$ cat src/hw/mpeg_sys_defs.svh
// sizing constants for the MPEG-1 system stream front end

`ifndef MPEG_SYS_DEFS_SVH
`define MPEG_SYS_DEFS_SVH

// ************************************************************
// stream table
// ************************************************************

// entries in the stream id table, a power of two
`define STREAM_SLOTS 8

// ************************************************************
// header byte counts, start code not included
// ************************************************************

// pack header body after the BA code byte
`define PACK_BODY_BYTES 8
// length field plus the six fixed bytes of the system header
`define SYS_FIXED_BYTES 8
// one stream entry: id, then scale and size in two bytes
`define ENTRY_BYTES 3

`endif
$ cat src/hw/mpeg_sys_pkg.sv
// start code values and header layouts for the MPEG-1 system stream front end
`default_nettype none

package mpeg_sys_pkg;

	// code bytes that follow the 00 00 01 prefix
	localparam logic [7:0] CODE_PACK = 8'hBA;
	localparam logic [7:0] CODE_SYSTEM = 8'hBB;

	// pack header body, byte 0 is the first on the wire
	typedef logic [0:7][7:0] pack_hdr_t;

	// fixed part of the system header in wire order
	typedef struct packed {
		// bytes that follow the length field
		logic [15:0] length;
		// marker, rate_bound[21:0], marker
		logic [23:0] rate_field;
		// audio_bound[5:0], fixed_flag, csps_flag
		logic [7:0] audio_byte;
		// audio_lock, video_lock, marker, video_bound[4:0]
		logic [7:0] video_byte;
		logic [7:0] reserved;
	} sys_fixed_t;

	// one stream entry as kept in the table
	typedef struct packed {
		logic [7:0] stream_id;
		logic bufsize_scale;
		logic [12:0] bufsize;
	} stream_entry_t;

	// system header flags
	typedef struct packed {
		logic fixed_flag;
		logic csps_flag;
		logic audio_lock;
		logic video_lock;
	} sys_flags_t;

endpackage

`default_nettype wire

$ cat src/hw/mpeg_sys_ifs.sv
// byte stream and stream table interfaces between the demux blocks
`default_nettype none

// ************************************************************
// stream bytes with the start code marker
// ************************************************************

interface byte_stream_if;
	// raw byte and its strobe, straight from the top inputs
	logic [7:0] data;
	logic en;
	// high on the code byte after 00 00 01
	logic code_hit;
	logic [7:0] code;

	modport src (output data, output en, output code_hit, output code);
	modport dst (input data, input en, input code_hit, input code);
endinterface

// ************************************************************
// stream table write side
// ************************************************************

interface stream_entry_if import mpeg_sys_pkg::*; ();
	// one-cycle pulses from the system header parser
	logic clear;
	logic wr;
	stream_entry_t entry;
	// occupied slots, from the table
	logic [3:0] count;

	modport wr_port (output clear, output wr, output entry, input count);
	modport table_port (input clear, input wr, input entry, output count);
endinterface

`default_nettype wire

$ cat src/hw/mpeg_sys_demux_top.sv
// MPEG-1 system stream front end, start codes, pack and system headers
`default_nettype none

module mpeg_sys_demux_top import mpeg_sys_pkg::*; (
	input logic clk,
	input logic rst_n,
	input logic byte_en,
	input logic [7:0] byte_data,
	input logic [7:0] query_id,
	output logic pack_valid,
	output logic pack_err,
	output logic [32:0] scr,
	output logic [21:0] mux_rate,
	output logic sys_valid,
	output logic sys_err,
	output logic [15:0] header_len,
	output logic [21:0] rate_bound,
	output logic [5:0] audio_bound,
	output logic [4:0] video_bound,
	output sys_flags_t sys_flags,
	output logic [3:0] stream_count,
	output logic query_hit,
	output logic [13:0] query_bufsize
);

	byte_stream_if bs_if ();
	stream_entry_if tbl_if ();

	start_code_detect scd_i (
		.clk(clk),
		.rst_n(rst_n),
		.in_data(byte_data),
		.in_en(byte_en),
		.bs(bs_if.src)
	);

	pack_header_parser pack_i (
		.clk(clk),
		.rst_n(rst_n),
		.bs(bs_if.dst),
		.pack_valid(pack_valid),
		.pack_err(pack_err),
		.scr(scr),
		.mux_rate(mux_rate)
	);

	system_header_parser sys_i (
		.clk(clk),
		.rst_n(rst_n),
		.bs(bs_if.dst),
		.tbl(tbl_if.wr_port),
		.sys_valid(sys_valid),
		.sys_err(sys_err),
		.header_len(header_len),
		.rate_bound(rate_bound),
		.audio_bound(audio_bound),
		.video_bound(video_bound),
		.sys_flags(sys_flags)
	);

	stream_table table_i (
		.clk(clk),
		.rst_n(rst_n),
		.tbl(tbl_if.table_port),
		.query_id(query_id),
		.query_hit(query_hit),
		.query_bufsize(query_bufsize)
	);

	assign stream_count = tbl_if.count;

endmodule

`default_nettype wire

$ cat src/hw/stream_table.sv
// stream id table with update-or-append writes and an associative lookup
`default_nettype none
`include "mpeg_sys_defs.svh"

module stream_table import mpeg_sys_pkg::*; (
	input logic clk,
	input logic rst_n,
	stream_entry_if.table_port tbl,
	input logic [7:0] query_id,
	output logic query_hit,
	output logic [13:0] query_bufsize
);

	localparam int slots = `STREAM_SLOTS;
	localparam int iw = $clog2(slots);

	stream_entry_t slot [slots];
	// slots fill from 0 upwards, so the count marks the occupied ones
	logic [3:0] count_q;
	logic full;
	// id of the write already present, and where
	logic wr_hit;
	logic [iw-1:0] wr_idx;

	assign full = (count_q == 4'(slots));

	always_comb begin
		wr_hit = 1'b0;
		wr_idx = '0;
		for (int i = 0; i < slots; i++) begin
			if ((i < int'(count_q)) && (slot[i].stream_id == tbl.entry.stream_id)) begin
				wr_hit = 1'b1;
				wr_idx = iw'(i);
			end
		end
	end

	// occupancy
	always_ff @(posedge clk) begin
		if (!rst_n) count_q <= '0;
		else if (tbl.clear) count_q <= '0;
		else if (tbl.wr && !wr_hit && !full) count_q <= count_q + 4'd1;
	end

	// contents, a write past a full table is dropped
	always_ff @(posedge clk) begin
		if (tbl.wr) begin
			if (wr_hit) slot[wr_idx] <= tbl.entry;
			else if (!full) slot[count_q[iw-1:0]] <= tbl.entry;
		end
	end

	assign tbl.count = count_q;

	// lookup, scale bit on top of the 13-bit size
	always_comb begin
		query_hit = 1'b0;
		query_bufsize = '0;
		for (int i = 0; i < slots; i++) begin
			if ((i < int'(count_q)) && (slot[i].stream_id == query_id)) begin
				query_hit = 1'b1;
				query_bufsize = {slot[i].bufsize_scale, slot[i].bufsize};
			end
		end
	end

	count_bound: assert property (
		@(posedge clk) disable iff (!rst_n)
		tbl.count <= 4'(slots)
	);

endmodule

`default_nettype wire

$ cat src/hw/system_header_parser.sv
// system header parser, decodes the fixed part and writes the stream entries
`default_nettype none
`include "mpeg_sys_defs.svh"

module system_header_parser import mpeg_sys_pkg::*; (
	input logic clk,
	input logic rst_n,
	byte_stream_if.dst bs,
	stream_entry_if.wr_port tbl,
	output logic sys_valid,
	output logic sys_err,
	output logic [15:0] header_len,
	output logic [21:0] rate_bound,
	output logic [5:0] audio_bound,
	output logic [4:0] video_bound,
	output sys_flags_t sys_flags
);

	// bytes of the fixed part counted by header_len
	localparam logic [15:0] fix_after_len = 16'(`SYS_FIXED_BYTES - 2);
	localparam logic [1:0] last_idx = 2'(`ENTRY_BYTES - 1);

	sys_fixed_t fix;
	logic arm;
	logic cap_busy;
	logic cap_done;
	// inside a system header, dropped by any other code
	logic live;
	// fixed part latched and remaining count running
	logic loaded;
	logic [15:0] rem;
	logic [15:0] rem_cur;
	logic [15:0] rem_next;
	// byte position inside the current entry
	logic [1:0] idx;
	logic [7:0] ent_id;
	logic [7:0] ent_mid;
	stream_entry_t entry_q;
	logic fresh;
	logic short_hdr;
	logic fix_end;
	logic ent_active;
	logic ent_step;
	logic bad_id;
	logic ent_last;
	logic hdr_last;
	logic [21:0] rate_new;
	sys_flags_t flags_new;
	logic [15:0] len_q;
	logic [21:0] rate_q;
	logic [5:0] audio_q;
	logic [4:0] video_q;
	sys_flags_t flags_q;
	logic clear_q;
	logic wr_q;
	logic valid_q;
	logic err_q;

	assign arm = bs.code_hit && (bs.code == CODE_SYSTEM);

	field_capture #(
		.payload_t(sys_fixed_t),
		.n_bytes(`SYS_FIXED_BYTES)
	) fixed_cap_i (
		.clk(clk),
		.rst_n(rst_n),
		.arm(arm),
		.en(bs.en),
		.data(bs.data),
		.busy(cap_busy),
		.done(cap_done),
		.payload(fix)
	);

	// ************************************************************
	// fixed part
	// ************************************************************

	assign fresh = live && !cap_busy && !loaded;
	// no room left for entries, header ends with the fixed part
	assign short_hdr = fix.length <= fix_after_len;
	assign fix_end = live && cap_done && short_hdr;

	assign rate_new = fix.rate_field[22:1];
	assign flags_new = '{
		fixed_flag: fix.audio_byte[1],
		csps_flag: fix.audio_byte[0],
		audio_lock: fix.video_byte[7],
		video_lock: fix.video_byte[6]
	};

	// fields follow the capture until latched on the next byte
	assign header_len = fresh ? fix.length : len_q;
	assign rate_bound = fresh ? rate_new : rate_q;
	assign audio_bound = fresh ? fix.audio_byte[7:2] : audio_q;
	assign video_bound = fresh ? fix.video_byte[4:0] : video_q;
	assign sys_flags = fresh ? flags_new : flags_q;

	// ************************************************************
	// entry collection
	// ************************************************************

	assign ent_active = live && !cap_busy && (loaded || !short_hdr);
	assign ent_step = bs.en && !bs.code_hit && ent_active;
	// first entry byte uses the count straight from the length field
	assign rem_cur = loaded ? rem : fix.length - fix_after_len;
	assign rem_next = rem_cur - 16'd1;
	// stream id bytes always have bit 7 set
	assign bad_id = (idx == 2'd0) && !bs.data[7];
	assign ent_last = (idx == last_idx);
	assign hdr_last = (rem_next == 16'd0);

	always_ff @(posedge clk) begin
		if (!rst_n) begin
			live <= 1'b0;
			loaded <= 1'b0;
			rem <= '0;
			idx <= '0;
			len_q <= '0;
			rate_q <= '0;
			audio_q <= '0;
			video_q <= '0;
			flags_q <= '0;
		end else if (bs.en) begin
			if (bs.code_hit) begin
				// BB restarts, anything else aborts
				live <= arm;
				loaded <= 1'b0;
				idx <= '0;
			end else begin
				if (fresh) begin
					loaded <= 1'b1;
					len_q <= fix.length;
					rate_q <= rate_new;
					audio_q <= fix.audio_byte[7:2];
					video_q <= fix.video_byte[4:0];
					flags_q <= flags_new;
					if (short_hdr) live <= 1'b0;
				end
				if (ent_active) begin
					rem <= rem_next;
					idx <= ent_last ? 2'd0 : idx + 2'd1;
					if (bad_id || hdr_last) live <= 1'b0;
				end
			end
		end
	end

	// entry bytes, assembled on the third
	always_ff @(posedge clk) begin
		if (ent_step) begin
			case (idx)
				2'd0: ent_id <= bs.data;
				2'd1: ent_mid <= bs.data;
				default: entry_q <= '{
					stream_id: ent_id,
					bufsize_scale: ent_mid[5],
					bufsize: {ent_mid[4:0], bs.data}
				};
			endcase
		end
	end

	// single-clock pulses
	always_ff @(posedge clk) begin
		if (!rst_n) begin
			clear_q <= 1'b0;
			wr_q <= 1'b0;
			valid_q <= 1'b0;
			err_q <= 1'b0;
		end else begin
			clear_q <= arm;
			wr_q <= ent_step && ent_last;
			valid_q <= ent_step && ent_last && hdr_last;
			// length ran out part way through an entry
			err_q <= ent_step && (bad_id || (hdr_last && !ent_last));
		end
	end

	assign tbl.clear = clear_q;
	assign tbl.wr = wr_q;
	assign tbl.entry = entry_q;

	// length 6 ends right at the fixed part, shorter is malformed
	assign sys_valid = valid_q || (fix_end && (fix.length == fix_after_len));
	assign sys_err = err_q || (fix_end && (fix.length != fix_after_len));

	sys_end_exclusive: assert property (
		@(posedge clk) disable iff (!rst_n)
		!(sys_valid && sys_err)
	);

endmodule

`default_nettype wire

$ cat src/hw/pack_header_parser.sv
// pack header parser, takes SCR and mux rate from the body after a BA code
`default_nettype none
`include "mpeg_sys_defs.svh"

module pack_header_parser import mpeg_sys_pkg::*; (
	input logic clk,
	input logic rst_n,
	byte_stream_if.dst bs,
	output logic pack_valid,
	output logic pack_err,
	output logic [32:0] scr,
	output logic [21:0] mux_rate
);

	pack_hdr_t hdr;
	logic arm;
	logic cap_busy;
	logic cap_done;
	// inside a pack header, dropped by any other code
	logic live;
	// body complete and not yet latched
	logic fresh;
	logic fmt_ok;
	logic [32:0] scr_new;
	logic [21:0] rate_new;
	logic [32:0] scr_q;
	logic [21:0] rate_q;

	assign arm = bs.code_hit && (bs.code == CODE_PACK);

	field_capture #(
		.payload_t(pack_hdr_t),
		.n_bytes(`PACK_BODY_BYTES)
	) body_cap_i (
		.clk(clk),
		.rst_n(rst_n),
		.arm(arm),
		.en(bs.en),
		.data(bs.data),
		.busy(cap_busy),
		.done(cap_done),
		.payload(hdr)
	);

	// ************************************************************
	// MPEG-1 pack layout
	// ************************************************************

	// 0010 prefix and the five marker bits
	assign fmt_ok = (hdr[0][7:4] == 4'b0010) && hdr[0][0] && hdr[2][0] && hdr[4][0]
		&& hdr[5][7] && hdr[7][0];
	// SCR split 3 + 15 + 15 over bytes 0..4
	assign scr_new = {hdr[0][3:1], hdr[1], hdr[2][7:1], hdr[3], hdr[4][7:1]};
	// mux_rate between the two markers
	assign rate_new = {hdr[5][6:0], hdr[6], hdr[7][7:1]};

	assign fresh = live && !cap_busy;
	assign pack_valid = live && cap_done && fmt_ok;
	assign pack_err = live && cap_done && !fmt_ok;

	// new fields show while fresh, then come from the held copy
	assign scr = (fresh && fmt_ok) ? scr_new : scr_q;
	assign mux_rate = (fresh && fmt_ok) ? rate_new : rate_q;

	always_ff @(posedge clk) begin
		if (!rst_n) begin
			live <= 1'b0;
			scr_q <= '0;
			rate_q <= '0;
		end else if (bs.en) begin
			// a bad header leaves the previous fields in place
			if (fresh && fmt_ok) begin
				scr_q <= scr_new;
				rate_q <= rate_new;
			end
			if (bs.code_hit) live <= arm;
			else if (fresh) live <= 1'b0;
		end
	end

endmodule

`default_nettype wire

$ cat src/hw/field_capture.sv
// big-endian collector of a fixed-length header body into a payload type
`default_nettype none

module field_capture #(
	parameter type payload_t = logic [63:0],
	parameter int n_bytes = 8
) (
	input logic clk,
	input logic rst_n,
	input logic arm,
	input logic en,
	input logic [7:0] data,
	output logic busy,
	output logic done,
	output payload_t payload
);

	localparam int pw = $bits(payload_t);
	localparam int cw = $clog2(n_bytes + 1);

	// bytes taken so far in this capture
	logic [cw-1:0] cnt;
	// shift register, first byte ends up at the top
	logic [pw-1:0] shreg;
	// the current byte is the last of the body
	logic last_byte;

	// arm wins over an ongoing capture
	assign last_byte = busy && !arm && (cnt == cw'(n_bytes - 1));

	// capture control
	always_ff @(posedge clk) begin
		if (!rst_n) begin
			busy <= 1'b0;
			cnt <= '0;
		end else if (en) begin
			if (arm) begin
				// the arm byte itself is the code, not body
				busy <= 1'b1;
				cnt <= '0;
			end else if (busy) begin
				cnt <= cnt + 1'b1;
				if (last_byte) busy <= 1'b0;
			end
		end
	end

	// done is high for a single clock after the last byte
	always_ff @(posedge clk) begin
		if (!rst_n) done <= 1'b0;
		else done <= en && last_byte;
	end

	// body bytes enter at the bottom, msb first on the wire
	always_ff @(posedge clk) begin
		if (en && busy && !arm) shreg <= {shreg[pw-9:0], data};
	end

	// stays put after done until the next capture starts
	assign payload = payload_t'(shreg);

endmodule

`default_nettype wire

$ cat src/hw/start_code_detect.sv
// start code detector, marks the code byte that follows each 00 00 01 prefix
`default_nettype none

module start_code_detect (
	input logic clk,
	input logic rst_n,
	input logic [7:0] in_data,
	input logic in_en,
	byte_stream_if.src bs
);

	// last and second to last accepted bytes
	logic [7:0] hist_1;
	logic [7:0] hist_2;
	// prefix finished on the previous accepted byte
	logic prefix_done;
	// the current byte closes a prefix
	logic prefix_now;

	// ************************************************************
	// byte history
	// ************************************************************

	assign prefix_now = (hist_2 == 8'h00) && (hist_1 == 8'h00) && (in_data == 8'h01);

	// history only moves on accepted bytes
	always_ff @(posedge clk) begin
		if (!rst_n) begin
			// non-zero so reset does not look like a zero run
			hist_1 <= 8'hff;
			hist_2 <= 8'hff;
			prefix_done <= 1'b0;
		end else if (in_en) begin
			hist_2 <= hist_1;
			hist_1 <= in_data;
			// a run of three or more zeros before 01 still counts
			prefix_done <= prefix_now;
		end
	end

	// ************************************************************
	// byte stream out
	// ************************************************************

	// data and strobe pass on untouched
	assign bs.data = in_data;
	assign bs.en = in_en;

	// code byte is the first accepted byte after the prefix
	assign bs.code_hit = in_en && prefix_done;
	assign bs.code = in_data;

	// a code byte is never directly followed by another one
	// since a new prefix needs at least three more bytes
	code_hit_spacing: assert property (
		@(posedge clk) disable iff (!rst_n)
		bs.code_hit |-> bs.en ##1 !bs.code_hit
	);

endmodule

`default_nettype wire

$ cat config.mk
export PLATFORM = sky130hd
export DESIGN_NAME = mpeg_sys_demux_top
export DESIGN_NICKNAME = d
export VERILOG_FILES = /design/src/hw/mpeg_sys_pkg.sv /design/src/hw/mpeg_sys_ifs.sv /design/src/hw/mpeg_sys_demux_top.sv /design/src/hw/stream_table.sv /design/src/hw/system_header_parser.sv /design/src/hw/pack_header_parser.sv /design/src/hw/field_capture.sv /design/src/hw/start_code_detect.sv
export VERILOG_INCLUDE_DIRS = /design/src /design/src/hw
export SDC_FILE = /design/constraint.sdc
export NUM_CORES = 1
export LEC_CHECK = 0
export BUFFER_PORTS_ARGS = -buffer_cell sky130_fd_sc_hd__buf_2
export CORE_ASPECT_RATIO = 0.9
export CORE_MARGIN = 5
export CORE_UTILIZATION = 30
export CTS_CLUSTER_SIZE = 28
export DETAILED_ROUTE_END_ITERATION = 6
export GPL_TIMING_DRIVEN = 0
export MAX_ROUTING_LAYER = met4
export PLACE_DENSITY_LB_ADDON = 0.3
export SLEW_MARGIN = 20
export SYNTH_ARGS = -nofsm -noshare
export SYNTH_HDL_FRONTEND = slang
export SYNTH_SLANG_ARGS = --single-unit
$ cat constraint.sdc
create_clock -name clk -period 9.9 [get_ports clk]
set_clock_uncertainty 0.2 [all_clocks]
set_input_delay 1.98 -clock clk [delete_from_list [all_inputs] [get_ports clk]]
set_output_delay 1.98 -clock clk [all_outputs]
set_load 0.05 [all_outputs]
Word level (Yosys, flattened, before mapping)
Memory sizes are Yosys's and may differ from the RTL's.
Cells that the tools add are included.
Widths: inputs -> output; s select.
- add/sub/neg operators: 6
- order comparisons: 9
- eq/ne operators: 27
- mux-type cells: 71
- bitwise gates (word level): 3
- reductions and logical operators: 96
- operators by type and width (cell ; number):
    $eq 8x8->1 ; 16
    $mux 14 ; 8
    $mux 22 ; 3
    $logic_and 1x1->1 ; 57
    $mux 1 ; 40
    $mux 33 ; 1
    $mux 16 ; 2
    $reduce_or 22->1 ; 1
    $mux 4 ; 5
    $reduce_and 2->1 ; 9
    $eq 16x3->1 const B ; 1
    $eq 8x8->1 const B ; 2
    $le 16x3->1 const B ; 1
    $logic_not 16->1 ; 1
    $logic_not 8->1 ; 2
    $lt 3x4->1 const A ; 4
    $ne 16x3->1 const B ; 1
    $sub 16x1->16 const B ; 1
    $sub 16x3->16 const B ; 1
    $mux 3 ; 5
    $add 4x1->4 const B ; 3
    $logic_not 1->1 ; 12
    $mux 2 ; 5
    $reduce_bool 2->1 ; 5
    16 further kinds ; 26
- register bits after elaboration: 330
- memory bits (writable): 176
- memories kept: 1
- memories (memory ; depth ; bits a word ; read ports ; clocked after Yosys merged registers in ; wr ports ; RTL line ; source):
    table_i.slot ; 8 ; 22 ; 8 ; 0 ; 1 ; stream_table.sv:17 ; stream_entry_t slot [slots];

Logic depth before layout (Yosys ltp)
Gate-level depths: netlist of run 1.
An unclocked memory read counts as a cell.
- depth in word-level cells: 16
- gate-level depth with buffers: 13

Hierarchy
From an unflattened synthesis of run 1, not the netlist that was laid out.
- cells, all modules: 1813
- area total of the unflattened synthesis: 22106.2 um2
- by module, submodules not included (module ; instances ; cells an instance ; area each (um2) ; seq. area each (um2)):
    stream_table ; 1 ; 622 ; 8326.7 ; 5365.1
    system_header_parser ; 1 ; 597 ; 5566.6 ; 2622.5
    field_capture ; 2 ; 95 ; 2209.6 ; 2042.0
    pack_header_parser ; 1 ; 321 ; 2991.6 ; 1121.1
    start_code_detect ; 1 ; 83 ; 802.0 ; 340.3

Worst setup path after synthesis of run 1
Ideal clock, no wire load.
- path type: input to register
- from: in byte_data[0]
- to: reg sys_i.fixed_cap_i.cnt[1]
- arrival: 7.600 ns
- data required time: 9.616 ns
- setup slack: 2.016 ns
- stages on the path: 6
- path through: nor3b_1 > and2_1 > clkbuf_1 > nor3_1 > a22oi_1 > nor2_1
- longest elaborated chain between the ends: 4
- elaborated cells on any way between the ends: 5
- ends and longest elaborated chain (item ; RTL line ; source):
    start: declaration ; mpeg_sys_demux_top.sv:8 ; input logic [7:0] byte_data,
    $eq 8x8->1 (*) ; system_header_parser.sv:59 ; assign arm = bs.code_hit && (bs.code == CODE_SYSTEM);
    $logic_and 1x1->1 (*) ; system_header_parser.sv:59 ;
    $reduce_bool 2->1 (no source line) ; n/a ;
    $reduce_and 2->1 (no source line) ; n/a ;
    end signal: assignment ; field_capture.sv:42 ; cnt <= cnt + 1'b1;
    end: declaration ; field_capture.sv:22 ; logic [cw-1:0] cnt;
Every way passes the cells marked *; elsewhere a longest branch is shown, timed or not.
A chain may end at the register's enable or synchronous reset.

Final worst setup path of run 1
- from: in query_id[0]
- to: out query_bufsize[7]
- longest elaborated chain between the ends: 10
- elaborated cells on any way between the ends: 24
- ends and longest elaborated chain (item ; RTL line ; source):
    start: declaration ; mpeg_sys_demux_top.sv:9 ; input logic [7:0] query_id,
    $eq 8x8->1 ; stream_table.sv:60 ; if ((i < int'(count_q)) && (slot[i].stream_id == query_id)) begin
    $logic_and 1x1->1 ; stream_table.sv:60 ;
    $mux 14 (7 in a row) ; stream_table.sv:60 ;
    $mux 14 (*) ; stream_table.sv:60 ;
    end: declaration ; mpeg_sys_demux_top.sv:23 ; output logic [13:0] query_bufsize
Marks and branches as above.

==> summary.md, run 1 <==
| Metric | Value |
|---|---|
| Routed vias | 13900 |
| Total of max-cap violations | 0 |
| Final ANT Viol Nets | 0 |
| Most frequent cells in the layout | edfxtp_1 (340), nor2_1 (235), dfxtp_1 (166), buf_2 (143), mux2_2 (110) |
| Hold buffers post-CTS | 0 |
| Finished Core Util | 0.361 |
| WL/cell | 19.7 um |
| Total CTS buffers | 54 |
| Iteration-0 DRC Markers | 836 |
| Slowest stage delay, CP | 0.62 ns |
| Cells along the critical path | buf_1 -> xor2_1 -> nor4_1 -> nand4_1 -> clkbuf_1 -> nand3b_1 -> nand2b_1 -> clkbuf_1 -> o21ai_0 -> a21oi_1 -> buf_2 |
| Multi-input gate area | 0.00731 sq mm |
| Synth area leaders | edfxtp_1 (48%), dfxtp_1 (16%), mux2_2 (5.8%), mux2i_1 (4.3%), nor2_1 (4.2%) |
| Placed cell areas | 0.0234 sq mm |
| LEAKAGE | 9.08 nW |
| All-layer global routing usage | 0.149 |
| Hold depth | 0 |
| Die W | 290 um |
| Rel. slew slack | 0.294 |
| Layout area overhead | 19.1% |
| Ports | 150 |
| Hold Crit Class | reg -> reg |
| Clk Latency, worst-skew pair | 0.60 ns |
| Port Buffers | 140 |
| Synth warnings | 0 |
| Peak supply drop | 143 uV |
| CTS tree | built |
| Crit path kind | in -> out |
| CTS Sinks | 506 |
| Cells after DPL | 2776 |
| Crit path required time | 7.72 ns |
| DRC | 0 |
| Share of layout cells above drive strength 1 | 0.198 |
| Final Net Count | 1918 |
| Crit path max fanout | 10 |
| Endpoints failing hold | 0 |
| Final Cell Area | 0.0252 sq mm |
| Path depth of the worst reg2reg path | 10 |
| Post-synth top area cell | edfxtp_1 |
| Mean Syn Cell Area | 12.7 sq um |
| CTS max path bufs | 3 |
| Fin crit share | 0.798 |
| WHS | 0.217 ns |
| Final std cells w/o fill | 2877 |
| Status | finished clean |
| Pwr Density | 177 mW/mm^2 |
| Die H | 262 um |
| Clk root buf | clkbuf_16 |
| CP delay by family, top | buffers and inverters |
| Synth top area share | 0.482 |
| Synth Net Count | 1697 |
| Unrepaired setup endpoints after global routing | false |
| Synth unique cells | 69 |
| Post-CTS sizing | 0 |
| Most frequent CP cell | clkbuf_1 |
| Dpl hpwl | 39.6 mm |
| Final Setup Violations | 0 |
| Flops & latches, synth | 506 |
| Largest net degree at the start of global routing | 24 |
| First-pass GRT wire length | 86.2 mm |
| Register area | 0.0135 sq mm |
| Crit end category | output pin |
| Most common library cell in the layout ignoring fill and taps | edfxtp_1 |
| WL final | 56.8 mm |
| Critical path depth | 11 |
| Initial antenna violation count | 3 |
| Buf/Inv on CP | 4 |
| Worst EP arrival | 5.72 ns |
| Total setup buffers inserted after CTS | 0 |
| DR vias/cell | 4.83 |
| Grt ovf | 0 |
| Vias in the first global route | 14000 |
| # rows | 92 |
| RePlAce Congestion | 0.834 |
| Worst path slowest cell | buf_1 |
| Fmax | 127 MHz |
| Max Slew Vio Count | 0 |
| Crit path launch type | input port |
| CORE AREA | 0.0700 sq mm |
| Initial Util | 0.303 |
| Post-synth ARST share | 0 |
| Slew @ Worst Pin | 1.05 ns |
| Clk slew on worst S/H paths | 0.06 ns |
| Full die area | 0.0760 sq mm |
| Syn Inst Count | 1671 |
| Register area share after synthesis | 0.639 |
| Mapped cell area | 0.0212 sq mm |
| Total power | 0.00448 W |
| Prevailing post-synth register cell | edfxtp_1 |
| Number of synthesized flops with an enable pin | 340 |
| Fillers | 6838 |
| # H-tree levels | 2 |
| Drt pass-1 iters | 5 |
| Min cycle time layout | 7.90 ns |
final timing paths:
check / slack, ns / from / end
max reg2reg: 4.68 / sys_i.tbl.entry[14] / table_i.slot[2][1]
max: 2.00 / query_id[0] / query_bufsize[7]
min: 0.22 / sys_i.ent_id[7] / sys_i.tbl.entry[21]
min reg2reg: 0.22 / sys_i.ent_id[7] / sys_i.tbl.entry[21]
Yosys cell counts, types with 7 or more instances:
cell type / number
nand3_1: 20
nor2_1: 237
xnor2_1: 86
nand2_1: 67
dfxtp_1: 166
mux2_2: 110
mux2i_1: 92
and3_1: 12
o21ai_0: 24
nor2b_1: 10
ha_1: 7
a211oi_1: 7
xor2_1: 65
nor4_1: 23
buf_1: 13
inv_1: 12
nor3_1: 83
nor3b_1: 9
a221oi_1: 16
edfxtp_1: 340
clkbuf_1: 78
a21oi_1: 42
o211ai_1: 7
nand2b_1: 17
nand4_1: 23
through the flow:
stage / setup WS (ns) / setup TNS [ns]
6_report: 2.00 / 0
5_1_grt: 1.71 / 0
4_1_cts: 1.77 / 0
3_5_place_dp: 1.80 / 0
3_3_place_gp: -0.641 / -22.24
2_1_floorplan: 2.02 / 0
logic make-up (layout without fill, tap and decap cells):
family | after synthesis | count (layout) | synth area share
buf+inv | 108 | 372 | 0.0193
fa+ha+maj | 7 | 7 | 0.00413
xor+xnor | 151 | 151 | 0.0624
mux | 202 | 202 | 0.102
simple gates | 546 | 546 | 0.123
flops | 506 | 506 | 0.639
other cells | 0 | 2 | 0
compound gates | 151 | 151 | 0.0499
per-layer routing:
layer  part of all wire  track usage  vias to the layer above
met5                  0            -                        -
met4              0.024       0.0401                        0
met3              0.046       0.0251                       93
met2               0.47        0.242                      337
met1               0.46        0.195                     6929
li1                   -            -                     6549
power by group:
| part | leakage [nW] | internal, W | switching [W] |
|---|---|---|---|
| combinational | 3.79 | 0.0000520 | 0.000133 |
| clock | 0.877 | 0.00120 | 0.000834 |
| sequential | 4.41 | 0.00225 | 0.00000888 |
| total | 9.08 | 0.00350 | 0.000976 |
flip-flops by register name, indices dropped and copies added (netlist names), 16 cells and up:
| register | flops |
|---|---|
| pack_i.rate_q | 22 |
| pack_i.body_cap_i.payload | 64 |
| sys_i.fixed_cap_i.payload | 64 |
| pack_i.scr_q | 33 |
| sys_i.rem | 16 |
| sys_i.tbl.entry | 22 |
| sys_i.rate_q | 22 |
| sys_i.len_q | 16 |
| table_i.slot | 176 |
cell type report:
cell class                      instances  area share
Antenna cell                            2    0.000198
Buffer                                 94      0.0141
Clock buffer                           70      0.0596
Clock inverter                         29      0.0115
Inverter                               14     0.00208
Multi-Input combinational cell       1057       0.290
Sequential cell                       506       0.536
Tap cell                              940      0.0466
Timing Repair Buffer                  165      0.0396
Power figures use the tool's default switching activity.
==> run 2: changes to the inputs <==
- ABC_AREA: default -> 1
- clock period: 9.9 -> 8.25 ns (I/O delays scaled with it)
==> summary.md, run 2 <==
| Metric | Value |
|---|---|
| Status | finished clean |
| Path depth of the worst reg2reg path | 13 (+3) |
| M1 wire length | 29.1 mm (+12%) |
| Fin Setup TNS | 0 ns (unchanged) |
| Clk root buf | clkbuf_16 |
| Hold-critical path endpoint | sys_i.tbl.entry[16] |
| Ports | 150 (unchanged) |
| Count leader, synth | inv_1 |
| Adder-cell share of the synthesized area | 0.00393 (-0.000209) |
| Routed vias | 16900 (+21%) |
| XOR/XNOR Fraction of Synth Area | 0.0220 (-0.0405) |
| Cells after DPL | 3482 (+25%) |
| Synth Area in Simple Gates | 0.166 (+0.0423) |
| Vias in the first global route | 15900 (+14%) |
| Port Buffers | 142 (+1.4%) |
| Initial antenna violation count | 2 (-1) |
| Worst R2R End | table_i.slot[6][7] |
| Largest net degree at the start of global routing | 59 (+150%) |
| Hold depth | 0 (unchanged) |
| Min cycle time layout | 6.42 ns |
| Synth warnings | 0 (unchanged) |
| Crit path kind | in -> out |
| Most common library cell in the layout ignoring fill and taps | inv_1 |
| Flops & latches, synth | 506 (unchanged) |
| Post-synthesis mux area share | 0 (-0.102) |
| Synth Net Count | 2395 (+41%) |
| Fmax | 156 MHz |
| Rel. slew slack | 0.242 (-0.0525) |
| First-pass GRT wire length | 94.4 mm (+9.5%) |
| Synth unique cells | 51 (-26%) |
| Die H | 269 um (+2.5%) |
| # rows | 94 (+2.2%) |
| Fin crit share | 0.778 |
| CTS max path bufs | 3 (unchanged) |
| Top routing layer used | met4 |
| Iteration-0 DRC Markers | 1299 (+55%) |
| LEAKAGE | 10.9 nW (+20%) |
| Hold buffers post-CTS | 0 (unchanged) |
| Most frequent cells in the layout | inv_1 (356), nand2_1 (344), edfxtp_1 (340), nor2_1 (234), a21oi_1 (220) |
| Hold path start | sys_i.ent_id[2] |
| Crit path required time | 6.40 ns (-1.32 ns) |
| Finished Core Util | 0.359 (-0.00166) |
| Prevailing post-synth register cell | edfxtp_1 |
| Crit end category | output pin |
| CORE AREA | 0.0734 sq mm (+4.9%) |
| Grt ovf | 0 (unchanged) |
| Largest reg by FF count | table_i.slot |
| CTS tree | built |
| Syn Inst Count | 2369 (+42%) |
| Slew @ Worst Pin | 1.13 ns (+0.0740 ns) |
| Max FFs per register | 176 (unchanged) |
| Layout area overhead | 18.1% |
| Clk Latency, worst-skew pair | 0.62 ns (+0.02 ns) |
| Total CTS buffers | 55 (+1.9%) |
| Pwr Density | 209 mW/mm^2 (+18%) |
| Total setup buffers inserted after CTS | 0 (unchanged) |
| Largest family of logic cells by synthesized area | simple AND/OR/NAND/NOR gates |
| Fillers | 7450 (+8.9%) |
| Mean Syn Cell Area | 9.42 sq um (-26%) |
| Crit path launch type | input port |
| Final std cells w/o fill | 3587 (+25%) |
| Peak supply drop | 155 uV (+7.7%) |
| Final Net Count | 2605 (+36%) |
| Post-synth top area cell | edfxtp_1 |
| Post-synth top cells | inv_1 (358), nand2_1 (344), edfxtp_1 (340) |
| Mapped cell area | 0.0223 sq mm (+5.3%) |
| WL/cell | 17.4 um (-12%) |
| # H-tree levels | 2 (unchanged) |
| Worst EP arrival | 4.57 ns (-1.15 ns) |
| Unrepaired setup endpoints after global routing | false |
| Synth area leaders | edfxtp_1 (46%), dfxtp_1 (15%), inv_1 (6.0%), nand2_1 (5.8%), a21oi_1 (4.9%) |
| Synth top area share | 0.458 (-0.0243) |
| Met2 Wirelength | 28.8 mm (+7.3%) |
| Max Slew Vio Count | 0 (unchanged) |
| Final Setup Violations | 0 (unchanged) |
| Post-CTS sizing | 0 (unchanged) |
| Post-synth ARST share | 0 (unchanged) |
| Register-to-Register Setup Slack | 4.31 ns (-0.37 ns) |
| RePlAce Congestion | 0.890 (+6.7%) |
| Reg2reg start | sys_i.tbl.entry[14] |
| Full die area | 0.0799 sq mm (+5.1%) |
| Number of synthesized flops with an enable pin | 340 (unchanged) |
| Dpl hpwl | 44.7 mm (+13%) |
| Die W | 297 um (+2.5%) |
| Endpoints failing hold | 0 (unchanged) |
| Total of max-cap violations | 0 (unchanged) |
| CTS Sinks | 506 (unchanged) |
| Initial Util | 0.304 (+0.00131) |
| DR vias/cell | 4.70 (-2.7%) |
| DRC | 0 (unchanged) |
| Share of layout cells above drive strength 1 | 0.131 (-0.0673) |
| All-layer global routing usage | 0.155 (+0.00633) |
| Final ANT Viol Nets | 0 (unchanged) |
| Met3 Wirelength | 3.05 mm (+17%) |
| Register area share after synthesis | 0.607 (-0.0323) |
| WL final | 62.3 mm (+9.8%) |
| Synth Area in Compound Gates | 0.118 (+0.0682) |
| Crit path max fanout | 10 (unchanged) |
| Clk slew on worst S/H paths | 0.06 ns (about the same) |
| Drt pass-1 iters | 5 (unchanged) |
| Hold Crit Class | reg -> reg |
run 2: cell types whose count changed after synthesis, sizes merged, moves of 59 or more:
cell | before | now
nand3 | 20 | 101
mux2i | 92 | 0
xnor2 | 86 | 27
inv | 14 | 372
o21ai | 24 | 198
a21oi | 42 | 220
nand2 | 67 | 360
mux2 | 110 | 0
run 2: metrics by stage:
stage | hold WS, ns | instance area, sq um | setup WS (ns) | total power [W]
after floorplan | 0.200 | 22300 | 2.34 | 0.00304
after global placement | 0.200 | 24200 | 1.86 | 0.00314
after detailed placement | 0.205 | 24500 | 1.89 | 0.00314
after CTS | 0.218 | 26300 | 1.88 | 0.00557
after global routing | 0.222 | 26300 | 1.78 | 0.00571
final | 0.217 | 26300 | 1.83 | 0.00550
run 2: cell families after synthesis:
group | count (synthesis)
simple gates | 834
flops | 506
buf+inv | 477
compound gates | 489
fa+ha+maj | 7
xor+xnor | 56
run 2: power breakdown:
group	switching, W	internal [W]	leakage [nW]
clock	0.00103	0.00138	0.866
combinational	0.000270	0.0000822	5.57
sequential	0.0000158	0.00272	4.42
run 2: area by class of cell:
type                    instances  area, sq um  share of cell area
repair buffers                153          975              0.0370
multi-input cells            1386         6970               0.265
clock buffers                  71         1500              0.0569
inverters                     374         1410              0.0536
clock inverters                33          284              0.0108
diodes                          1         2.50           0.0000950
plain buffers                 103          460              0.0175
flip-flops and latches        506        13500               0.514
well taps                     960         1200              0.0456
run 2: worst max path at each step:
stage	from	endpoint	slack, ns	cells past startpoint
after global placement	query_id[2]	query_bufsize[13]	1.86	13
after floorplan	query_id[2]	query_bufsize[13]	2.34	12
after CTS	query_id[2]	query_bufsize[13]	1.88	13
final	query_id[2]	query_bufsize[13]	1.83	13
after detailed placement	query_id[2]	query_bufsize[13]	1.89	13
after global routing	query_id[2]	query_bufsize[13]	1.78	13
run 2: worst max-delay path, cell delays in order:
cell,delay (ns)
buf_4,0.17
inv_1,0.27
nor2_1,0.11
nor3b_1,0.20
nand3_1,0.11
nor2_1,0.24
inv_1,0.09
clkbuf_1,0.31
nand3_1,0.18
o21ai_0,0.11
o21a_1,0.19
o21ai_0,0.54
buf_2,0.39
run 2: metal layers:
layer | vias up | GRT usage
met2 | 422 | 0.246
met1 | 8040 | 0.212
li1 | 8317 | -
met5 | - | -
met3 | 90 | 0.0226
met4 | 0 | 0.0396
==> run 3: changes to the inputs <==
- clock period: 8.25 -> 5.3 ns (I/O delays scaled with it)
==> summary.md, run 3 (synthesis results as in run 2) <==
| Metric | Value |
|---|---|
| Most common library cell in the layout ignoring fill and taps | inv_1 |
| Pwr Density | 325 mW/mm^2 (+56%) |
| Crit path required time | 4.04 ns (-2.36 ns) |
| Port Buffers | 142 (unchanged) |
| LEAKAGE | 10.9 nW (about the same) |
| Share of power burned in registers | 0.497 (about the same) |
| Endpoints failing hold | 0 (unchanged) |
| Clock Power Share | 0.439 (about the same) |
| # H-tree levels | 2 (unchanged) |
| Fin Setup TNS | 0 ns (unchanged) |
| Slew @ Worst Pin | 1.13 ns (unchanged) |
| Routed vias | 16900 (+0.14%) |
| Drt pass-1 iters | 5 (unchanged) |
| DR vias/cell | 4.71 (+0.14%) |
| Rel. slew slack | 0.242 (unchanged) |
| Combinational power share | 0.064 (about the same) |
| Crit end category | output pin |
| Final ANT Viol Nets | 0 (unchanged) |
| Share of layout cells above drive strength 1 | 0.131 (+0.000762) |
| Largest reg by FF count | table_i.slot |
| Clk root buf | clkbuf_16 |
| Full die area | 0.0799 sq mm (unchanged) |
| Fin crit share | 0.988 |
| Total of max-cap violations | 0 (unchanged) |
| WL final | 62.3 mm (about the same) |
| Final std cells w/o fill | 3587 (unchanged) |
| Initial antenna violation count | 2 (unchanged) |
| Ports | 150 (unchanged) |
| First-pass GRT wire length | 94.4 mm (unchanged) |
| Cells after DPL | 3482 (unchanged) |
| Finished Core Util | 0.359 (about the same) |
| Crit path max fanout | 10 (unchanged) |
| CORE AREA | 0.0734 sq mm (unchanged) |
| Final Setup Violations | 0 (unchanged) |
| CTS tree | built |
| Setup WS pre-CTS | 0.122 ns (-1.77 ns) |
| Final Net Count | 2605 (unchanged) |
| Switching share of total power | 0.240 (-0.000244) |
| Clk slew on worst S/H paths | 0.06 ns (about the same) |
| Crit path launch type | input port |
| Unrepaired setup endpoints after global routing | false |
| Hold buffers post-CTS | 0 (unchanged) |
| Iteration-0 DRC Markers | 1297 (-0.15%) |
| Clk Latency, worst-skew pair | 0.62 ns (about the same) |
| CTS Sinks | 506 (unchanged) |
| Total CTS buffers | 55 (unchanged) |
| Hold Crit Class | reg -> reg |
| Layout area overhead | 18.1% (about the same) |
| Die H | 269 um (unchanged) |
| Min cycle time layout | 5.24 ns |
| Peak supply drop | 241 uV (+56%) |
| CTS max path bufs | 3 (unchanged) |
| RePlAce Congestion | 0.890 (unchanged) |
| Most frequent cells in the layout | inv_1 (356), nand2_1 (344), edfxtp_1 (340), nor2_1 (234), a21oi_1 (220) |
| Die W | 297 um (unchanged) |
| Status | finished clean |
| DRC | 0 (unchanged) |
| Max FFs per register | 176 (unchanged) |
| # rows | 94 (unchanged) |
| Final setup margin | 0.0634 ns (-1.77 ns) |
| Worst EP arrival | 3.98 ns (-0.59 ns) |
| Fmax | 191 MHz |
| WL/cell | 17.4 um (about the same) |
| Largest net degree at the start of global routing | 59 (unchanged) |
| NetSw | 0.00205 W (+55%) |
| Vias in the first global route | 15900 (unchanged) |
| Dpl hpwl | 44.7 mm (unchanged) |
| Max Slew Vio Count | 0 (unchanged) |
| Initial Util | 0.304 (unchanged) |
| Crit path kind | in -> out |
| All-layer global routing usage | 0.155 (unchanged) |
| Pint | 0.00651 W (+56%) |
| Grt ovf | 0 (unchanged) |
| Placed cell areas | 0.0245 sq mm (unchanged) |
| Final Cell Area | 0.0263 sq mm (about the same) |
[run 3: metrics by stage]
stage	power [W]	hold WS, ns
CTS	0.00866	0.218
floorplan	0.00473	0.200
detailed placement	0.00489	0.205
global placement	0.00488	0.200
global route	0.00888	0.222
finish	0.00856	0.217
[run 3: final cells by class]
type	instances	area, sq um
diodes	1	2.50
plain buffers	103	463
clock buffers	71	1500
clock inverters	33	284
fillers	7451	47100
inverters	374	1410
multi-input cells	1386	6970
flip-flops and latches	506	13500
well taps	960	1200
repair buffers	153	975
[run 3: worst paths after layout]
kind	from	endpoint	slack (ns)	cells past startpoint
worst max-delay path	query_id[2]	query_bufsize[13]	0.06	13
worst min-delay path	sys_i.ent_id[2]	sys_i.tbl.entry[16]	0.22	0
worst max register to register	sys_i.tbl.entry[14]	table_i.slot[6][7]	1.36	13
worst min register to register	sys_i.ent_id[2]	sys_i.tbl.entry[16]	0.22	0
[run 3: power by group through the flow]
stage	Sequential (W)	Combinational [W]	Clock, W
floorplan	0.00433	0.000401	0
global placement	0.00433	0.000549	0
detailed placement	0.00433	0.000552	0
CTS	0.00425	0.000554	0.00386
global route	0.00425	0.000599	0.00403
finish	0.00425	0.000548	0.00376
[run 3: layer usage]
metal,GRT usage,up-vias,routed length (um)
li1,-,8318,-
met2,0.246,439,28900
met1,0.212,8044,29000
met4,0.0396,0,1380
met3,0.0226,92,3100
met5,-,-,0
[run 3: critical path: stages]
cell	delay (ns)
buf_4	0.17
inv_1	0.27
nor2_1	0.11
nor3b_1	0.20
nand3_1	0.11
nor2_1	0.24
inv_1	0.09
clkbuf_1	0.31
nand3_1	0.18
o21ai_0	0.11
o21a_1	0.19
o21ai_0	0.54
buf_2	0.39
[run 3: repair_timing]
item                                    CTS  global route
endpoints found under the setup margin    0             8
buffers inserted                          0             0
gates resized for setup                   0             4
endpoints found under the hold margin     0             0
